**config.mk**
```make
export PLATFORM = sky130hd
export DESIGN_NAME = bk_backup_top
export DESIGN_NICKNAME = d
export VERILOG_FILES = /design/src/bk_pkg.sv /design/src/bk_request_tracker.sv /design/src/bk_sequencer.sv /design/src/bk_block_counter.sv /design/src/bk_data_path.sv /design/src/bk_backup_top.sv
export SDC_FILE = /design/constraint.sdc
export NUM_CORES = 1
export LEC_CHECK = 0
export ABC_AREA = 1
export ABC_CLOCK_PERIOD_IN_PS = 3600
export BUFFER_PORTS_ARGS = -buffer_cell sky130_fd_sc_hd__buf_4
export CAP_MARGIN = 10
export CORE_AREA = 2 2 115 117
export DETAILED_ROUTE_END_ITERATION = 12
export DIE_AREA = 0 0 117 119
export PLACE_DENSITY = 0.71
export RECOVER_POWER = 50
export SYNTH_ARGS = -nofsm -noshare
export SYNTH_HDL_FRONTEND = slang
export SYNTH_HIERARCHICAL = 1
export SYNTH_SLANG_ARGS = --single-unit
```
**constraint.sdc**
```tcl
create_clock -name clk_sys -period 3.6 [get_ports clk_sys]
set_input_delay 0.36 -clock clk_sys [delete_from_list [all_inputs] [get_ports clk_sys]]
set_output_delay 0.36 -clock clk_sys [all_outputs]
set_load 0.01 [all_outputs]
```
**src/bk_pkg.sv**
```systemverilog
//////////////////////////////////////////////////////////////////////
// Backup RAM engine shared definitions
// Widths, RTC block layout and the sequencer state
//////////////////////////////////////////////////////////////////////

`default_nettype none

package bk_pkg;

	//////////////////////////////////////////////////////////////////////
	// Host disk side

	// Block address presented to the host
	localparam int LBA_W = 32;
	// Low index bits compared against the cartridge RAM mask
	localparam int BLOCK_IDX_W = 8;
	// One buffer word
	localparam int WORD_W = 16;

	//////////////////////////////////////////////////////////////////////
	// RTC block layout

	localparam int RTC_STAMP_W = 32;
	localparam int RTC_SAVED_W = 48;

	// Timestamp low/high, then saved time in three words
	localparam int RTC_WORD_COUNT = 5;

	// Returned for the rest of the RTC block
	localparam logic [WORD_W-1:0] FILL_WORD = '1;

	//////////////////////////////////////////////////////////////////////
	// Sequencer

	typedef enum logic [1:0] {
		BK_IDLE,
		BK_LOAD,
		BK_SAVE
	} bk_state_e;

endpackage

`default_nettype wire

```
**src/bk_request_tracker.sv**
```systemverilog
//////////////////////////////////////////////////////////////////////
// Backup request tracker
// Follows image mounts and downloads, unsaved cartridge RAM writes,
// and turns user and automatic requests into start strobes
//////////////////////////////////////////////////////////////////////

`timescale 1ns/1ps
`default_nettype none

module bk_request_tracker (
	input  wire        clk_sys,
	input  wire        reset,
	input  wire        cart_download,
	input  wire        img_mounted,
	input  wire        img_readonly,
	input  wire [63:0] img_size,
	input  wire        cart_has_save,
	input  wire        cram_wr,
	input  wire        osd_status,
	input  wire        load_req,
	input  wire        save_req,
	input  wire        autosave_en,
	input  wire        busy,
	output logic       start_load,
	output logic       start_save,
	output logic       sav_pending,
	output logic       sav_supported
);

	logic bk_ena;
	logic new_load;
	logic old_download;
	logic old_load;
	logic old_save;
	logic bk_load;
	logic bk_save;
	logic download_rise;
	logic download_fall;
	logic strobe_ok;

	assign sav_supported = cart_has_save & bk_ena;

	// Load and save conditions, edge detected below
	assign bk_load = load_req | new_load;
	assign bk_save = save_req | (sav_pending & osd_status & autosave_en);

	assign download_rise = ~old_download & cart_download;
	assign download_fall = old_download & ~cart_download;

	// Hold off while a transfer runs or a strobe is already on its way
	assign strobe_ok = bk_ena & ~busy & ~start_load & ~start_save;

	always_ff @(posedge clk_sys) begin
		if (reset) begin
			bk_ena       <= 1'b0;
			new_load     <= 1'b0;
			sav_pending  <= 1'b0;
			old_download <= 1'b0;
			old_load     <= 1'b0;
			old_save     <= 1'b0;
			start_load   <= 1'b0;
			start_save   <= 1'b0;
		end else begin
			old_download <= cart_download;
			old_load     <= bk_load;
			old_save     <= bk_save;

			// New cartridge, backup off until its image shows up
			if (download_rise)
				bk_ena <= 1'b0;
			if (cart_download && img_mounted && !img_readonly)
				bk_ena <= 1'b1;

			if (download_fall && sav_supported)
				new_load <= 1'b1;
			else if (busy)
				new_load <= 1'b0;

			if (cram_wr && !osd_status && sav_supported)
				sav_pending <= 1'b1;
			else if (busy)
				sav_pending <= 1'b0;

			// End of download with a sized image loads at once
			start_load <= strobe_ok &
				((~old_load & bk_load) | (download_fall & (|img_size)));
			start_save <= strobe_ok & ~old_save & bk_save;
		end
	end

	// Sequencer ignores strobes while busy, so none may arrive then
	assert property (@(posedge clk_sys) disable iff (reset)
		busy |-> !(start_load || start_save));

endmodule

`default_nettype wire

```
**src/bk_sequencer.sv**
```systemverilog
//////////////////////////////////////////////////////////////////////
// Backup transfer sequencer
// Runs a load or save one block at a time against the host
// acknowledge and steps the block counter
//////////////////////////////////////////////////////////////////////

`timescale 1ns/1ps
`default_nettype none

module bk_sequencer (
	input  wire  clk_sys,
	input  wire  reset,
	input  wire  start_load,
	input  wire  start_save,
	input  wire  sd_ack,
	input  wire  last_block,
	output logic sd_rd,
	output logic sd_wr,
	output logic busy,
	output logic bk_loading,
	output logic cnt_clear,
	output logic cnt_advance
);

	bk_pkg::bk_state_e state;

	logic prev_ack;
	logic ack_rise;
	logic ack_fall;
	logic start_any;

	assign ack_rise  = ~prev_ack & sd_ack;
	assign ack_fall  = prev_ack & ~sd_ack;
	assign start_any = start_load | start_save;

	assign busy       = (state != bk_pkg::BK_IDLE);
	assign bk_loading = (state == bk_pkg::BK_LOAD);

	// Counter steps on the same edge as the state change
	assign cnt_clear   = ~busy & start_any;
	assign cnt_advance = busy & ack_fall & ~last_block;

	always_ff @(posedge clk_sys) begin
		if (reset) begin
			state    <= bk_pkg::BK_IDLE;
			prev_ack <= 1'b0;
			sd_rd    <= 1'b0;
			sd_wr    <= 1'b0;
		end else begin
			prev_ack <= sd_ack;

			// Host has taken the request
			if (ack_rise) begin
				sd_rd <= 1'b0;
				sd_wr <= 1'b0;
			end

			case (state)
				bk_pkg::BK_IDLE: begin
					// Load wins over save
					if (start_load) begin
						state <= bk_pkg::BK_LOAD;
						sd_rd <= 1'b1;
						sd_wr <= 1'b0;
					end else if (start_save) begin
						state <= bk_pkg::BK_SAVE;
						sd_rd <= 1'b0;
						sd_wr <= 1'b1;
					end
				end

				default: begin
					// Block done once the host drops sd_ack
					if (ack_fall) begin
						if (last_block) begin
							state <= bk_pkg::BK_IDLE;
						end else begin
							sd_rd <= bk_loading;
							sd_wr <= ~bk_loading;
						end
					end
				end
			endcase
		end
	end

	//////////////////////////////////////////////////////////////////////
	// Request checks

	assert property (@(posedge clk_sys) disable iff (reset)
		!(sd_rd && sd_wr));

	assert property (@(posedge clk_sys) disable iff (reset)
		(sd_rd || sd_wr) |-> (state != bk_pkg::BK_IDLE));

endmodule

`default_nettype wire

```
**src/bk_block_counter.sv**
```systemverilog
//////////////////////////////////////////////////////////////////////
// Backup block counter
// Holds the host block index and tells save RAM, RTC and last
// blocks apart
//////////////////////////////////////////////////////////////////////

`timescale 1ns/1ps
`default_nettype none

module bk_block_counter (
	input  wire                           clk_sys,
	input  wire                           reset,
	input  wire                           cnt_clear,
	input  wire                           cnt_advance,
	input  wire [bk_pkg::BLOCK_IDX_W-1:0] ram_mask_file,
	input  wire                           rtc_inuse,
	output logic [bk_pkg::LBA_W-1:0]      sd_lba,
	output logic                          in_rtc_block,
	output logic                          last_block
);

	logic [bk_pkg::BLOCK_IDX_W-1:0] low_idx;

	assign low_idx = sd_lba[bk_pkg::BLOCK_IDX_W-1:0];

	// One block past the save RAM holds the RTC words
	assign in_rtc_block = (low_idx > ram_mask_file);

	// With RTC the extra block is the last one
	always_comb begin
		if (rtc_inuse)
			last_block = in_rtc_block;
		else
			last_block = (low_idx >= ram_mask_file);
	end

	always_ff @(posedge clk_sys) begin
		if (reset) begin
			sd_lba <= '0;
		end else if (cnt_clear) begin
			sd_lba <= '0;
		end else if (cnt_advance) begin
			sd_lba <= sd_lba + 1'b1;
		end
	end

endmodule

`default_nettype wire

```
**src/bk_data_path.sv**
```systemverilog
//////////////////////////////////////////////////////////////////////
// Backup data path
// Steers host buffer writes to cartridge RAM or RTC and picks the
// word handed back to the host
//////////////////////////////////////////////////////////////////////

`timescale 1ns/1ps
`default_nettype none

module bk_data_path #(
	parameter int BUF_ADDR_W = 8
) (
	input  wire [bk_pkg::LBA_W-1:0]                  sd_lba,
	input  wire                                      in_rtc_block,
	input  wire                                      sd_ack,
	input  wire [BUF_ADDR_W-1:0]                     sd_buff_addr,
	input  wire [bk_pkg::WORD_W-1:0]                 sd_buff_dout,
	input  wire                                      sd_buff_wr,
	input  wire [bk_pkg::WORD_W-1:0]                 bk_q,
	input  wire [bk_pkg::RTC_STAMP_W-1:0]            rtc_timestamp,
	input  wire [bk_pkg::RTC_SAVED_W-1:0]            rtc_savedtime,
	output logic [bk_pkg::WORD_W-1:0]                sd_buff_din,
	output logic [bk_pkg::BLOCK_IDX_W+BUF_ADDR_W-1:0] bk_addr,
	output logic [bk_pkg::WORD_W-1:0]                bk_data,
	output logic                                     bk_wr,
	output logic                                     bk_rtc_wr
);

	localparam int RTC_BITS = bk_pkg::RTC_STAMP_W + bk_pkg::RTC_SAVED_W;

	logic [RTC_BITS-1:0] rtc_block;
	logic                buff_write;

	// Word 0 is the low timestamp half, saved time follows low word first
	assign rtc_block = {rtc_savedtime, rtc_timestamp};

	assign buff_write = sd_buff_wr & sd_ack;

	//////////////////////////////////////////////////////////////////////
	// Host to cartridge

	assign bk_addr = {sd_lba[bk_pkg::BLOCK_IDX_W-1:0], sd_buff_addr};
	assign bk_data = sd_buff_dout;

	// Only save RAM blocks reach the cartridge RAM
	assign bk_wr     = buff_write & ~in_rtc_block;
	assign bk_rtc_wr = buff_write & in_rtc_block;

	//////////////////////////////////////////////////////////////////////
	// Cartridge to host

	always_comb begin
		if (!in_rtc_block)
			sd_buff_din = bk_q;
		else if (sd_buff_addr < bk_pkg::RTC_WORD_COUNT)
			sd_buff_din = rtc_block[sd_buff_addr * bk_pkg::WORD_W +: bk_pkg::WORD_W];
		else
			sd_buff_din = bk_pkg::FILL_WORD;
	end

endmodule

`default_nettype wire

```
**src/bk_backup_top.sv**
```systemverilog
//////////////////////////////////////////////////////////////////////
// Backup RAM save/load engine
// Tracker, sequencer, block counter and data path
//////////////////////////////////////////////////////////////////////

`timescale 1ns/1ps
`default_nettype none

module bk_backup_top #(
	parameter int BUF_ADDR_W = 8
) (
	input  wire                                      clk_sys,
	input  wire                                      reset,
	// Host disk
	output wire [bk_pkg::LBA_W-1:0]                  sd_lba,
	output wire                                      sd_rd,
	output wire                                      sd_wr,
	input  wire                                      sd_ack,
	input  wire [BUF_ADDR_W-1:0]                     sd_buff_addr,
	input  wire [bk_pkg::WORD_W-1:0]                 sd_buff_dout,
	input  wire                                      sd_buff_wr,
	output wire [bk_pkg::WORD_W-1:0]                 sd_buff_din,
	input  wire                                      img_mounted,
	input  wire                                      img_readonly,
	input  wire [63:0]                               img_size,
	// Cartridge
	input  wire                                      cart_download,
	input  wire                                      cart_has_save,
	input  wire [bk_pkg::BLOCK_IDX_W-1:0]            ram_mask_file,
	input  wire                                      rtc_inuse,
	input  wire [bk_pkg::RTC_STAMP_W-1:0]            rtc_timestamp,
	input  wire [bk_pkg::RTC_SAVED_W-1:0]            rtc_savedtime,
	input  wire [bk_pkg::WORD_W-1:0]                 bk_q,
	input  wire                                      cram_wr,
	output wire [bk_pkg::BLOCK_IDX_W+BUF_ADDR_W-1:0] bk_addr,
	output wire [bk_pkg::WORD_W-1:0]                 bk_data,
	output wire                                      bk_wr,
	output wire                                      bk_rtc_wr,
	// User
	input  wire                                      osd_status,
	input  wire                                      load_req,
	input  wire                                      save_req,
	input  wire                                      autosave_en,
	output wire                                      bk_loading,
	output wire                                      sav_pending,
	output wire                                      sav_supported
);

	wire start_load;
	wire start_save;
	wire busy;
	wire cnt_clear;
	wire cnt_advance;
	wire last_block;
	wire in_rtc_block;

	bk_request_tracker bk_request_tracker_inst (
		.clk_sys       (clk_sys),
		.reset         (reset),
		.cart_download (cart_download),
		.img_mounted   (img_mounted),
		.img_readonly  (img_readonly),
		.img_size      (img_size),
		.cart_has_save (cart_has_save),
		.cram_wr       (cram_wr),
		.osd_status    (osd_status),
		.load_req      (load_req),
		.save_req      (save_req),
		.autosave_en   (autosave_en),
		.busy          (busy),
		.start_load    (start_load),
		.start_save    (start_save),
		.sav_pending   (sav_pending),
		.sav_supported (sav_supported)
	);

	bk_sequencer bk_sequencer_inst (
		.clk_sys     (clk_sys),
		.reset       (reset),
		.start_load  (start_load),
		.start_save  (start_save),
		.sd_ack      (sd_ack),
		.last_block  (last_block),
		.sd_rd       (sd_rd),
		.sd_wr       (sd_wr),
		.busy        (busy),
		.bk_loading  (bk_loading),
		.cnt_clear   (cnt_clear),
		.cnt_advance (cnt_advance)
	);

	bk_block_counter bk_block_counter_inst (
		.clk_sys       (clk_sys),
		.reset         (reset),
		.cnt_clear     (cnt_clear),
		.cnt_advance   (cnt_advance),
		.ram_mask_file (ram_mask_file),
		.rtc_inuse     (rtc_inuse),
		.sd_lba        (sd_lba),
		.in_rtc_block  (in_rtc_block),
		.last_block    (last_block)
	);

	bk_data_path #(
		.BUF_ADDR_W (BUF_ADDR_W)
	) bk_data_path_inst (
		.sd_lba        (sd_lba),
		.in_rtc_block  (in_rtc_block),
		.sd_ack        (sd_ack),
		.sd_buff_addr  (sd_buff_addr),
		.sd_buff_dout  (sd_buff_dout),
		.sd_buff_wr    (sd_buff_wr),
		.bk_q          (bk_q),
		.rtc_timestamp (rtc_timestamp),
		.rtc_savedtime (rtc_savedtime),
		.sd_buff_din   (sd_buff_din),
		.bk_addr       (bk_addr),
		.bk_data       (bk_data),
		.bk_wr         (bk_wr),
		.bk_rtc_wr     (bk_rtc_wr)
	);

endmodule

`default_nettype wire

```
## Yosys cells after proc, flatten, opt, wreduce, memory -nomap -nowiden

Cells that the tools add are included.

| cells by class | value |
|---|---|
| multiplexer cells | 25 |
| bitwise logic cells | 37 |
| equal/unequal tests | 2 |
| $lt $le $gt $ge | 3 |
| shifts and indexed selects | 1 |
| add/sub/neg operators | 1 |
| reductions and logical operators | 17 |

Operator list:

| operator | count |
|---|---|
| 80-bit by 13-bit indexed part select with 16-bit output | 1 |
| 64-bit OR reduction | 1 |
| 32-bit by 1-bit adder with 32-bit output (second input constant) | 1 |
| 16-bit 2-to-1 mux | 2 |
| 1-bit AND | 21 |
| 1-bit 2-to-1 mux | 18 |
| 1-bit inverter | 12 |
| 2-bit nonzero test | 6 |
| 2-bit 2-to-1 mux | 5 |
| 8-bit >= comparator | 1 |
| 8-bit greater-than comparator | 1 |
| 8-bit by 3-bit < comparator with 1-bit output (second input constant) | 1 |
| 1-bit logical AND | 5 |
| 1-bit bitwise OR | 4 |
| 3-bit != test (second input constant) | 1 |
| 3-bit AND reduction | 1 |
| 2-bit by 1-bit == test with 1-bit output (second input constant) | 1 |
| 1-bit zero test | 2 |
| 2-bit zero test | 1 |
| 2-bit OR reduction | 1 |

| word-level totals | value |
|---|---|
| logic and storage cells | 99 |
| output and inout port bits | 87 |
| register bits | 45 |
| bits of input ports | 206 |

## Depth between registers and ports, before layout

Gate-level depths: netlist (run 1).

| logic depth | value |
|---|---|
| depth in word-level cells | 7 |
| gate-level depth with buffers | 21 |
| mapped depth without buffers | 20 |

## Hierarchy

The synthesis (run 1) kept the hierarchy.

Modules (own cells, without submodules):

| module | cells an instance | sequential area each (um^2) | times used | area each (um^2) |
|---|---|---|---|---|
| bk_block_counter | 329 | 640.6 | 1 | 2,039.5 |
| bk_data_path | 262 | 0.0 | 1 | 1,328.8 |
| bk_request_tracker | 98 | 160.2 | 1 | 530.5 |
| bk_sequencer | 41 | 100.1 | 1 | 270.3 |

## Worst setup path before layout (run 1)

Ideal clock, no wire load.

| timing path | value |
|---|---|
| path type | flip-flop to flip-flop |
| start point | register bk_block_counter_inst/sd_lba[3] (netlist bit) |
| end point | register bk_block_counter_inst/sd_lba[29] (netlist bit) |
| data required time | 3.485 ns |
| stages on the path, launching flop included | 19 |
| path buffers | 1 |
| slack | 1.210 ns |
| period minus slack after synthesis | 2.390 ns |
| library setup time | 0.115 ns |
| arrival time | 2.275 ns |
| path through | dfxtp_1 -> ha_1 -> a21oi_1 -> o21ai_0 -> nand2_1 -> nand2_1 -> nand2_1 -> o21ai_0 -> inv_1 -> nand3_2 -> nor2_1 -> buf_6 -> nand3_1 -> nor2_1 -> nand2_1 -> nor2_1 -> nand3_1 -> nand2_1 -> nor2_1 |

| on the way | value |
|---|---|
| word-level cells in the longest chain between the ends | 4 |
| elaborated cells on any way between the ends | 6 |
| those cells by class | add/sub (1); order compare (2); mux (1); bitwise (2) |

RTL lines:

| element | RTL line | RTL |
|---|---|---|
| from (decl) | bk_block_counter.sv:17 | `output logic [bk_pkg::LBA_W-1:0] sd_lba,` |
| from (signal assigned) | bk_block_counter.sv:43 | `sd_lba <= sd_lba + 1'b1;` |
| 8-bit >= comparator or 8-bit greater-than comparator (tied branches) | bk_block_counter.sv:34, bk_block_counter.sv:27 |  |
| 1-bit 2-to-1 mux (*) | bk_block_counter.sv:31 | `if (rtc_inuse)` |
| net last_block | bk_backup_top.sv:54 | `wire last_block;` |
| 1-bit inverter (*) | bk_sequencer.sv:41 | `assign cnt_advance = busy & ack_fall & ~last_block;` |
| 1-bit AND (*) | bk_sequencer.sv:41 |  |
| net cnt_advance | bk_backup_top.sv:53 | `wire cnt_advance;` |

The timed path passes the listed nets; every way through them passes the cells marked *.
A chain may end at the register's enable or synchronous reset.

## Final worst setup path (run 1)

| timing path | value |
|---|---|
| start point | register bk_block_counter_inst/sd_lba[0] (netlist bit) |
| end point | output sd_buff_din[13] (netlist bit) |

| on the way | value |
|---|---|
| word-level cells in the longest chain between the ends | 2 |

RTL lines:

| element | RTL line | RTL |
|---|---|---|
| 8-bit greater-than comparator | bk_block_counter.sv:27 | `assign in_rtc_block = (low_idx > ram_mask_file);` |
| net in_rtc_block | bk_backup_top.sv:55 | `wire in_rtc_block;` |
| 16-bit 2-to-1 mux | bk_data_path.sv:53 | `if (!in_rtc_block)` |
| to (decl) | bk_backup_top.sv:22 | `output wire [bk_pkg::WORD_W-1:0] sd_buff_din,` |

The timed path passes the listed nets, and every way through them passes these cells.

==> results.py, run 1 <==
metrics = {
    "outcome": {
        "status": "finished, final reports clean",
    },
    "critical_path": {
        "startpoint_type": "flop",
        "critPathKind": "flop to primary output",
        "cp-end-kind": "primary output",
        "arrival_ps": 2610,
        "critical_path_peak_fanout": 13,
        "required_ps": 3240,
    },
    "timing": {
        "finClkSkew_ps": 2.55,
        "fmax_mhz": 337,
        "setup_viol": 0,
        "slew_headroom_pct": 20.1,
        "period_share_pct": 82.4,
        "tightest_slew_ps": 1200,
        "finalHoldViolCount": 0,
        "report.final.slew_viol_count": 0,
        "setup_tns_ps": 0,
        "min_period_ps": 2970,
        "rsz0062_at_grt": "false",
    },
    "clocking": {
        "cts_tree": "built",
        "cts_made_buffers": 5,
        "clk_path_buf_depth": 2,
        "cts.sinks": 45,
        "clkTransAtPathRegs_ps": 60,
        "cts_max_level": 2,
        "ctsRootBufferMaster": "clkbuf_16",
        "clk_latency_ps": 280,
    },
    "route": {
        "drc_errors": 0,
        "drt_iter0_drc": 344,
        "ant_nets": 0,
        "wl_per_cell_um": 13.4,
        "firstDrtPassIters": 5,
        "routed_via_density": 4.61,
        "via_count": 5216,
        "wl_um": 15100,
    },
    "floorplanning": {
        "rows": 42,
        "die_area_um2": 13900,
        "start_util_pct": 32.4,
        "pin_count": 293,
        "core_um2": 12900,
        "die_h_um": 119,
        "die_w_um": 117,
    },
    "layout": {
        "regMostFlops": "bk_block_counter_inst/sd_lba",
        "nets": 1171,
        "antenna_cells": 0,
        "syn2layout_area_growth_pct": 45.4,
        "drive_above_1_share_pct": 30.5,
        "reg.largest.list": "bk_block_counter_inst/sd_lba (32), bk_sequencer_inst/state (2)",
        "num-fill-cells": 1395,
        "largest_register_ffs": 32,
        "final_core_util_pct": 47.1,
    },
    "yosys": {
        "synth_edf_count": 0,
        "synth_area_um2": 4170,
        "ys_warn_count": 6,
        "ys_ff_latch": 45,
        "synth.yosys.seq_area_share_pct": 21.6,
        "syn_avg_cell_area_um2": 5.71,
        "synth_nets": 945,
        "synth_flop_cell": "dfxtp_1",
        "synthArstFlopShare_pct": 0,
        "netlist_instances": 730,
        "synth_cell_types": 36,
    },
    "pwr": {
        "power_leakage_nw": 2.90,
        "power.density_nw_per_um2": 225,
        "vdd_drop_max_mv": 0.152,
    },
    "worst_hold_path": {
        "hold_class": "primary input to flop",
    },
    "grt": {
        "grt_max_degree": 36,
        "grt_pass1_vias": 4869,
        "antenna_found_initial": 0,
        "overflow": 0,
        "grt_pass1_wl_um": 23400,
        "grt_use_total_pct": 21.0,
    },
    "placement": {
        "numPortBuffers": 260,
        "dpl.hpwl_um": 12400,
        "gp_congestion": 0.866,
    },
    "flow_run": {
        "cap_violations": 0,
    },
}
## power by group
part	internal [mW]	leakage, nW	switching [mW]
logic	0.199	2.45	0.150
registers	0.502	0.364	0.00301
clock network	0.322	0.0797	0.187
## routing by layer
metal	GRT usage, %	up-vias	wire (um)
met4	5.66	0	347
met3	3.56	28	1250
met2	39.1	245	7420
met1	24.3	2233	6100
li1	-	2710	-
met5	0	-	0
## cells in the final DEF (no fill, tap or decap)
cell / count
nand3b_1: 2
o21bai_4: 1
nor3_1: 6
clkbuf_1: 41
nor2_1: 146
or2_1: 1
inv_2: 7
o21ai_0: 7
a211oi_1: 1
clkbuf_4: 1
xor2_1: 4
nor3_2: 3
a21oi_1: 33
bufinv_16: 1
nand2_2: 5
inv_1: 55
buf_4: 227
nand3_1: 62
nand4_1: 12
nor2_8: 1
clkbuf_16: 5
nand2_1: 237
o21a_1: 1
and3_1: 1
dfxtp_1: 45
ha_1: 9
a31o_2: 1
nor2_4: 3
or2_2: 8
clkinv_2: 1
buf_12: 2
xnor2_1: 1
nor2_2: 12
nand3_2: 2
and2_2: 1
a21oi_2: 11
## through the flow
step / worst slack, ps / total power, mW / instances / hold WS (ps) / instance area, um2
finish: 633 / 1.36 / 1132 / 286 / 6060
global route: 294 / 1.43 / 1132 / 325 / 6060
CTS: 308 / 1.38 / 1125 / 282 / 6150
detailed placement: 616 / 0.872 / 1118 / 382 / 5990
global placement: 623 / 0.868 / 1118 / 380 / 5990
floorplan: 1210 / 0.685 / 730 / 374 / 4170
## cell type report
| type | count | area, um2 | share of cell area [%] |
|---|---|---|---|
| Multi-Input combinational cell | 571 | 2640 | 43.6 |
| Sequential cell | 45 | 901 | 14.9 |
| Clock inverter | 2 | 35.0 | 0.578 |
| Timing Repair Buffer | 271 | 1910 | 31.4 |
| Clock buffer | 5 | 125 | 2.06 |
| Inverter | 62 | 233 | 3.84 |
| Tap cell | 176 | 220 | 3.63 |
## Yosys cell counts, drive strengths merged, types with 2 or more instances
cell	instances	share of area, %
or2	9	1.4
buf	49	8.9
a21oi	44	6.3
nand2	242	22
o21ai	7	0.84
clkbuf	3	0.30
ha	9	2.7
nand4	12	1.8
nor3	9	1.4
nand3b	2	0.36
nand3	64	7.9
inv	62	5.6
dfxtp	45	22
nor2	162	16
xor2	4	0.84
## repair_timing
item                                    in CTS  in global routing
endpoints found under the setup margin       0                  1
hold endpoints to repair                     0                  0
hold buffers                                 0                  0
resized for setup                            0                  0
setup buffers                                0                  7
## final timing paths
| path | startpoint | to | slack [ps] | cells past startpoint |
|---|---|---|---|---|
| setup / recovery | bk_block_counter_inst/sd_lba[0]$_SDFFE_PP0P_ | sd_buff_din[13] | 630 | 17 |
| setup reg to reg | bk_block_counter_inst/sd_lba[1]$_SDFFE_PP0P_ | bk_block_counter_inst/sd_lba[14]$_SDFFE_PP0P_ | 810 | 18 |
| hold / removal | load_req | bk_request_tracker_inst/old_load$_SDFF_PP0_ | 290 | 3 |
| hold reg to reg | bk_request_tracker_inst/old_save$_SDFF_PP0_ | bk_request_tracker_inst/start_save$_SDFF_PP0_ | 390 | 1 |
## worst max-delay path, cell delays in order (launching register included)
cell and delay [ps]:
dfxtp_1 500, inv_1 150, ha_1 220, inv_1 50
a21oi_1 50, o21ai_0 150, nand2_1 60, nand2_1 50
nand2_1 50, inv_1 130, inv_2 80, nor3_2 100
nand2_1 100, nor2_4 140, buf_12 150, buf_12 110
a21oi_2 60, buf_4 140
## cell families (layout without fill, tap and decap cells)
family,count (synthesis),after routing,synth area share [%]
xor gates and xnor gates,5,5,1.05
adders and majority gates,9,9,2.70
AOI/OAI and AO/OA,55,55,8.13
DFF,45,45,21.6
and+or+nand+nor,502,502,51.7
buffers and inverters,114,340,14.8
(Power assumes the default switching activity.)
==> inputs of run 2 (changes only) <==
- ABC_CLOCK_PERIOD_IN_PS: 3600 -> 2400
- PLACE_DENSITY: 0.71 -> 0.73
- clock period: 3.6 -> 2.4 ns (I/O delays scaled with it)
==> results.py, run 2 (synthesis results as in run 1) <==
metrics = {
    "layout": {
        "final_common_cell": "buf_4",
        "antenna_cells": 0,
        "reg.largest.list": "bk_block_counter_inst/sd_lba (32), bk_sequencer_inst/state (2)",
        "syn2layout_area_growth_pct": 55.2,
        "regMostFlops": "bk_block_counter_inst/sd_lba",
        "largest_register_ffs": 32,
        "drive_above_1_share_pct": 37.9,
        "nets": 1192,
        "finalInstanceArea_um2": 6470,
        "final_cell_mix": "270 x buf_4, 234 x nand2_1, 138 x nor2_1",
    },
    "grt": {
        "antenna_found_initial": 0,
        "grt_pass1_wl_um": 23200,
        "grt_pass1_vias": 4829,
        "overflow": 0,
        "grt_max_degree": 36,
        "grt_use_total_pct": 20.6,
    },
    "timing": {
        "finClkSkew_ps": 8.48,
        "rsz0062_at_grt": "true",
        "fmax_mhz": 412,
        "slew_headroom_pct": 21.6,
        "report.final.slew_viol_count": 0,
        "finalHoldViolCount": 0,
        "period_share_pct": 101,
        "timing.final.ws_setup_ps": -27.4,
        "setup_viol": 8,
        "min_period_ps": 2430,
        "setup_tns_ps": -146,
        "tightest_slew_ps": 1180,
    },
    "critical_path": {
        "critical_path_peak_fanout": 8,
        "crit_chain": "ha_4 -> nand2_2 -> nor2_4 -> nand2_1 -> nand2_1 -> nand2_2 -> buf_6 -> inv_4 -> inv_4 -> nor3_2 -> nand2_1 -> nor2_4 -> buf_8 -> a21oi_1 -> buf_4",
        "crit_slowest_cell": "dfxtp_2",
        "path_common_cell": "nand2_1",
        "arrival_ps": 2190,
        "required_ps": 2160,
        "startpoint_type": "flop",
        "critPathKind": "flop to primary output",
        "slowest_delay_ps": 330,
        "crit_family": "simple AND/OR/NAND/NOR gates",
        "cp-end-kind": "primary output",
        "critical_path_buf_inv_count": 5,
    },
    "pwr": {
        "power_leakage_nw": 3.11,
        "power.density_nw_per_um2": 317,
        "vdd_drop_max_mv": 0.269,
        "total_power_mw": 2.05,
    },
    "floorplanning": {
        "pin_count": 293,
        "die_area_um2": 13900,
        "start_util_pct": 32.4,
        "die_h_um": 119,
        "core_um2": 12900,
        "die_w_um": 117,
        "rows": 42,
    },
    "clocking": {
        "clk_latency_ps": 280,
        "ctsRootBufferMaster": "clkbuf_16",
        "cts.sinks": 45,
        "cts_made_buffers": 5,
        "cts_max_level": 2,
        "clkTransAtPathRegs_ps": 60,
        "cts_tree": "built",
        "cts_hold_buffers": 0,
        "clk_path_buf_depth": 2,
    },
    "placement": {
        "numPortBuffers": 260,
        "post_dp_cell_area_um2": 6160,
        "gp_congestion": 0.860,
        "dpl.hpwl_um": 12100,
        "pre_cts_slack_ps": -136,
    },
    "outcome": {
        "status": "finished with violations",
        "failed_checks": "negative setup slack",
    },
    "route": {
        "via_count": 5346,
        "drt_iter0_drc": 379,
        "wl_um": 15100,
        "wl_per_cell_um": 13.1,
        "drc_errors": 0,
        "routed_via_density": 4.64,
        "firstDrtPassIters": 5,
        "ant_nets": 0,
    },
    "worst_hold_path": {
        "hold_class": "primary input to flop",
    },
    "flow_run": {
        "cap_violations": 0,
    },
}
run 2: changes by cell type in the layout (fill, tap and decap cells not counted), sizes merged:
cell    previous run  this run
buf              229       273
clkbuf            47        24
run 2: metrics by stage:
step                utilization [%]  std cells  hold WS, ps
global route                   50.3       1153          169
detailed placement             47.9       1140          384
CTS                            50.4       1151          170
global placement               47.9       1140          380
floorplan                         -        730          302
finish                         50.3       1153          169
run 2: final cells by class:
class | count | area (um2)
Sequential cell | 45 | 908
Clock inverter | 2 | 35.0
Multi-Input combinational cell | 571 | 2800
Inverter | 62 | 238
Timing Repair Buffer | 292 | 2150
Tap cell | 176 | 220
Clock buffer | 5 | 125
Fill cell | 1345 | 6400
run 2: worst register-to-register path, stage by stage (launching register included):
cell,delay [ps]
dfxtp_2,330
ha_4,270
nand2_2,70
nor2_4,110
nand4_1,110
nand2_2,100
o21ai_1,100
inv_1,80
nand3_2,70
nor2_1,90
buf_4,170
nand3_2,140
nor2_2,160
nand2_1,70
nor2_2,150
nand3_1,80
nand2_1,60
nor2_1,40
run 2: where the power goes:
group,switching (mW),internal [mW]
combinational,0.230,0.305
clock,0.279,0.483
sequential,0.00404,0.753
total,0.512,1.54
run 2: repair_timing:
item | in CTS | in global routing
pin swaps | 17 | 7
resized for setup | 25 | 21
cloned | 1 | 0
endpoints found under the setup margin | 27 | 43
buffers inserted | 3 | 4
run 2: worst paths after layout:
check	end	startpoint	slack [ps]	cells after the start
setup / recovery	sd_buff_din[0]	bk_block_counter_inst/sd_lba[7]$_SDFFE_PP0P_	-30	15
hold / removal	bk_request_tracker_inst/old_load$_SDFF_PP0_	load_req	170	3
setup reg to reg	bk_block_counter_inst/sd_lba[29]$_SDFFE_PP0P_	bk_block_counter_inst/sd_lba[7]$_SDFFE_PP0P_	70	17
hold reg to reg	bk_request_tracker_inst/start_save$_SDFF_PP0_	bk_request_tracker_inst/old_save$_SDFF_PP0_	390	1
run 2: per-layer routing:
metal	vias up	share of wire, %	GRT usage [%]
met5	-	0	0
met4	0	2.2	5.66
met3	26	8.2	3.77
met2	240	48	35.0
met1	2328	42	26.4
li1	2752	-	-
==> inputs of run 3 (changes only) <==
- ABC_CLOCK_PERIOD_IN_PS: 2400 -> 2900
- PLACE_DENSITY: 0.73 -> 0.71
- clock period: 2.4 -> 2.9 ns (I/O delays scaled with it)
==> results.py, run 3 (synthesis results as in run 1) <==
metrics = {
    "timing": {
        "setup_viol": 0,
        "min_period_ps": 2610,
        "timing.hold.ws_ps": 215,
        "finClkSkew_ps": 4.37,
        "period_share_pct": 90.0,
        "setup_tns_ps": 0,
        "rsz0062_at_grt": "false",
        "finalHoldViolCount": 0,
        "fmax_mhz": 383,
        "report.final.slew_viol_count": 0,
        "tightest_slew_ps": 1190,
        "slew_headroom_pct": 20.9,
    },
    "outcome": {
        "status": "finished, final reports clean",
    },
    "placement": {
        "gp_congestion": 0.873,
        "dpl.hpwl_um": 12400,
        "numPortBuffers": 260,
    },
    "layout": {
        "reg.largest.list": "bk_block_counter_inst/sd_lba (32), bk_sequencer_inst/state (2)",
        "final_core_util_pct": 47.2,
        "syn2layout_area_growth_pct": 45.7,
        "largest_register_ffs": 32,
        "drive_above_1_share_pct": 30.8,
        "nets": 1173,
        "final_cell_mix": "237 x nand2_1, 231 x buf_4, 146 x nor2_1",
        "antenna_cells": 0,
        "num-fill-cells": 1386,
        "final_common_cell": "nand2_1",
        "regMostFlops": "bk_block_counter_inst/sd_lba",
    },
    "pwr": {
        "power_leakage_nw": 2.91,
        "power_frac_clock_pct": 38.7,
        "power_switching_mw": 0.427,
        "pwr-share-comb_pct": 24.9,
        "vdd_drop_max_mv": 0.222,
        "power.density_nw_per_um2": 284,
        "intPower_mw": 1.30,
        "switching_share_pct": 24.7,
        "pwr-share-seq_pct": 36.3,
    },
    "grt": {
        "overflow": 0,
        "antenna_found_initial": 0,
        "grt_pass1_wl_um": 23000,
        "grt_use_total_pct": 20.6,
        "grt_pass1_vias": 4692,
        "grt_max_degree": 36,
    },
    "floorplanning": {
        "core_um2": 12900,
        "die_h_um": 119,
        "die_w_um": 117,
        "rows": 42,
        "pin_count": 293,
        "die_area_um2": 13900,
        "start_util_pct": 32.4,
    },
    "worst_hold_path": {
        "hold_class": "primary input to flop",
    },
    "route": {
        "via_count": 5305,
        "firstDrtPassIters": 5,
        "drt_iter0_drc": 390,
        "dr_wl_met2_um": 7260,
        "met3_length_um": 1260,
        "wl_um": 15000,
        "wl_met1_um": 6200,
        "wl_per_cell_um": 13.3,
        "top_layer": "met4",
        "routed_via_density": 4.67,
        "ant_nets": 0,
        "drc_errors": 0,
    },
    "clocking": {
        "clk_path_buf_depth": 2,
        "cts_max_level": 2,
        "ctsRootBufferMaster": "clkbuf_16",
        "cts_setup_buffers": 0,
        "cts_hold_buffers": 0,
        "cts_tree": "built",
        "clk_latency_ps": 290,
        "clkTransAtPathRegs_ps": 60,
        "cts_made_buffers": 5,
        "cts.sinks": 45,
    },
    "flow_run": {
        "cap_violations": 0,
    },
    "critical_path": {
        "critPathKind": "flop to primary output",
        "critical_path_peak_fanout": 16,
        "r2r_slack_ps": 290,
        "arrival_ps": 2320,
        "required_ps": 2610,
        "startpoint_type": "flop",
        "cp-end-kind": "primary output",
    },
}
==> run 3: changes by cell type in the layout (fill, tap and decap cells not counted), sizes merged <==
| cell | previous run | this run |
|---|---|---|
| clkinv | 1 | 0 |
| buf | 273 | 232 |
| clkinvlp | 0 | 1 |
| clkbuf | 24 | 47 |
==> run 3: worst max-delay path: stages (launching register included) <==
cell	delay, ps
dfxtp_1	320
inv_1	90
ha_1	200
inv_1	50
a21oi_1	40
o21ai_0	130
nand2_1	60
nand2_1	50
nand2_1	60
inv_1	130
inv_2	80
nor3_2	100
nand2_1	110
nor2_4	90
buf_6	210
a21oi_1	120
buf_4	160
==> run 3: final timing paths <==
path / from / cells after the start / endpoint
max: bk_block_counter_inst/sd_lba[0]$_SDFFE_PP0P_ / 16 / sd_buff_din[3]
min: load_req / 3 / bk_request_tracker_inst/old_load$_SDFF_PP0_
max reg2reg: bk_block_counter_inst/sd_lba[7]$_SDFFE_PP0P_ / 17 / bk_block_counter_inst/sd_lba[14]$_SDFFE_PP0P_
min reg2reg: bk_request_tracker_inst/old_save$_SDFF_PP0_ / 1 / bk_request_tracker_inst/start_save$_SDFF_PP0_
==> run 3: what timing repair did <==
item	in CTS	in global routing
gates resized for setup	0	2
hold endpoints to repair	0	0
endpoints found under the setup margin	0	9
==> run 3: cell type report <==
| class | count | area [um2] | share of cell area [%] |
|---|---|---|---|
| sequential | 45 | 901 | 14.8 |
| clock buffer | 6 | 139 | 2.29 |
| clock inverter | 2 | 37.5 | 0.618 |
| inverter | 62 | 233 | 3.83 |
| timing repair buffer | 273 | 1900 | 31.3 |
| tap | 176 | 220 | 3.63 |
| multi-input combinational | 571 | 2640 | 43.5 |
==> run 3: power groups by stage <==
stage               clock network (mW)  registers, mW  logic [mW]
floorplan                            0          0.641       0.210
global placement                     0          0.641       0.436
detailed placement                   0          0.641       0.439
CTS                              0.681          0.627       0.440
global route                     0.713          0.627       0.480
finish                           0.669          0.627       0.430
==> run 3: metal layers <==
layer | vias up | GRT usage [%]
met5 | - | 0
met4 | 0 | 5.37
met3 | 30 | 3.66
met2 | 256 | 36.6
met1 | 2299 | 25.2
li1 | 2720 | -
==> run 3: per-stage QoR <==
stage / instances / total power [mW] / area, um2 / setup slack, ps
after floorplan: 730 / 0.851 / 4170 / 510
after CTS: 1135 / 1.75 / 6230 / 196
after global routing: 1135 / 1.82 / 6070 / 38.7
final: 1135 / 1.73 / 6070 / 290
after detailed placement: 1127 / 1.08 / 6050 / 126
after global placement: 1127 / 1.08 / 6050 / 252
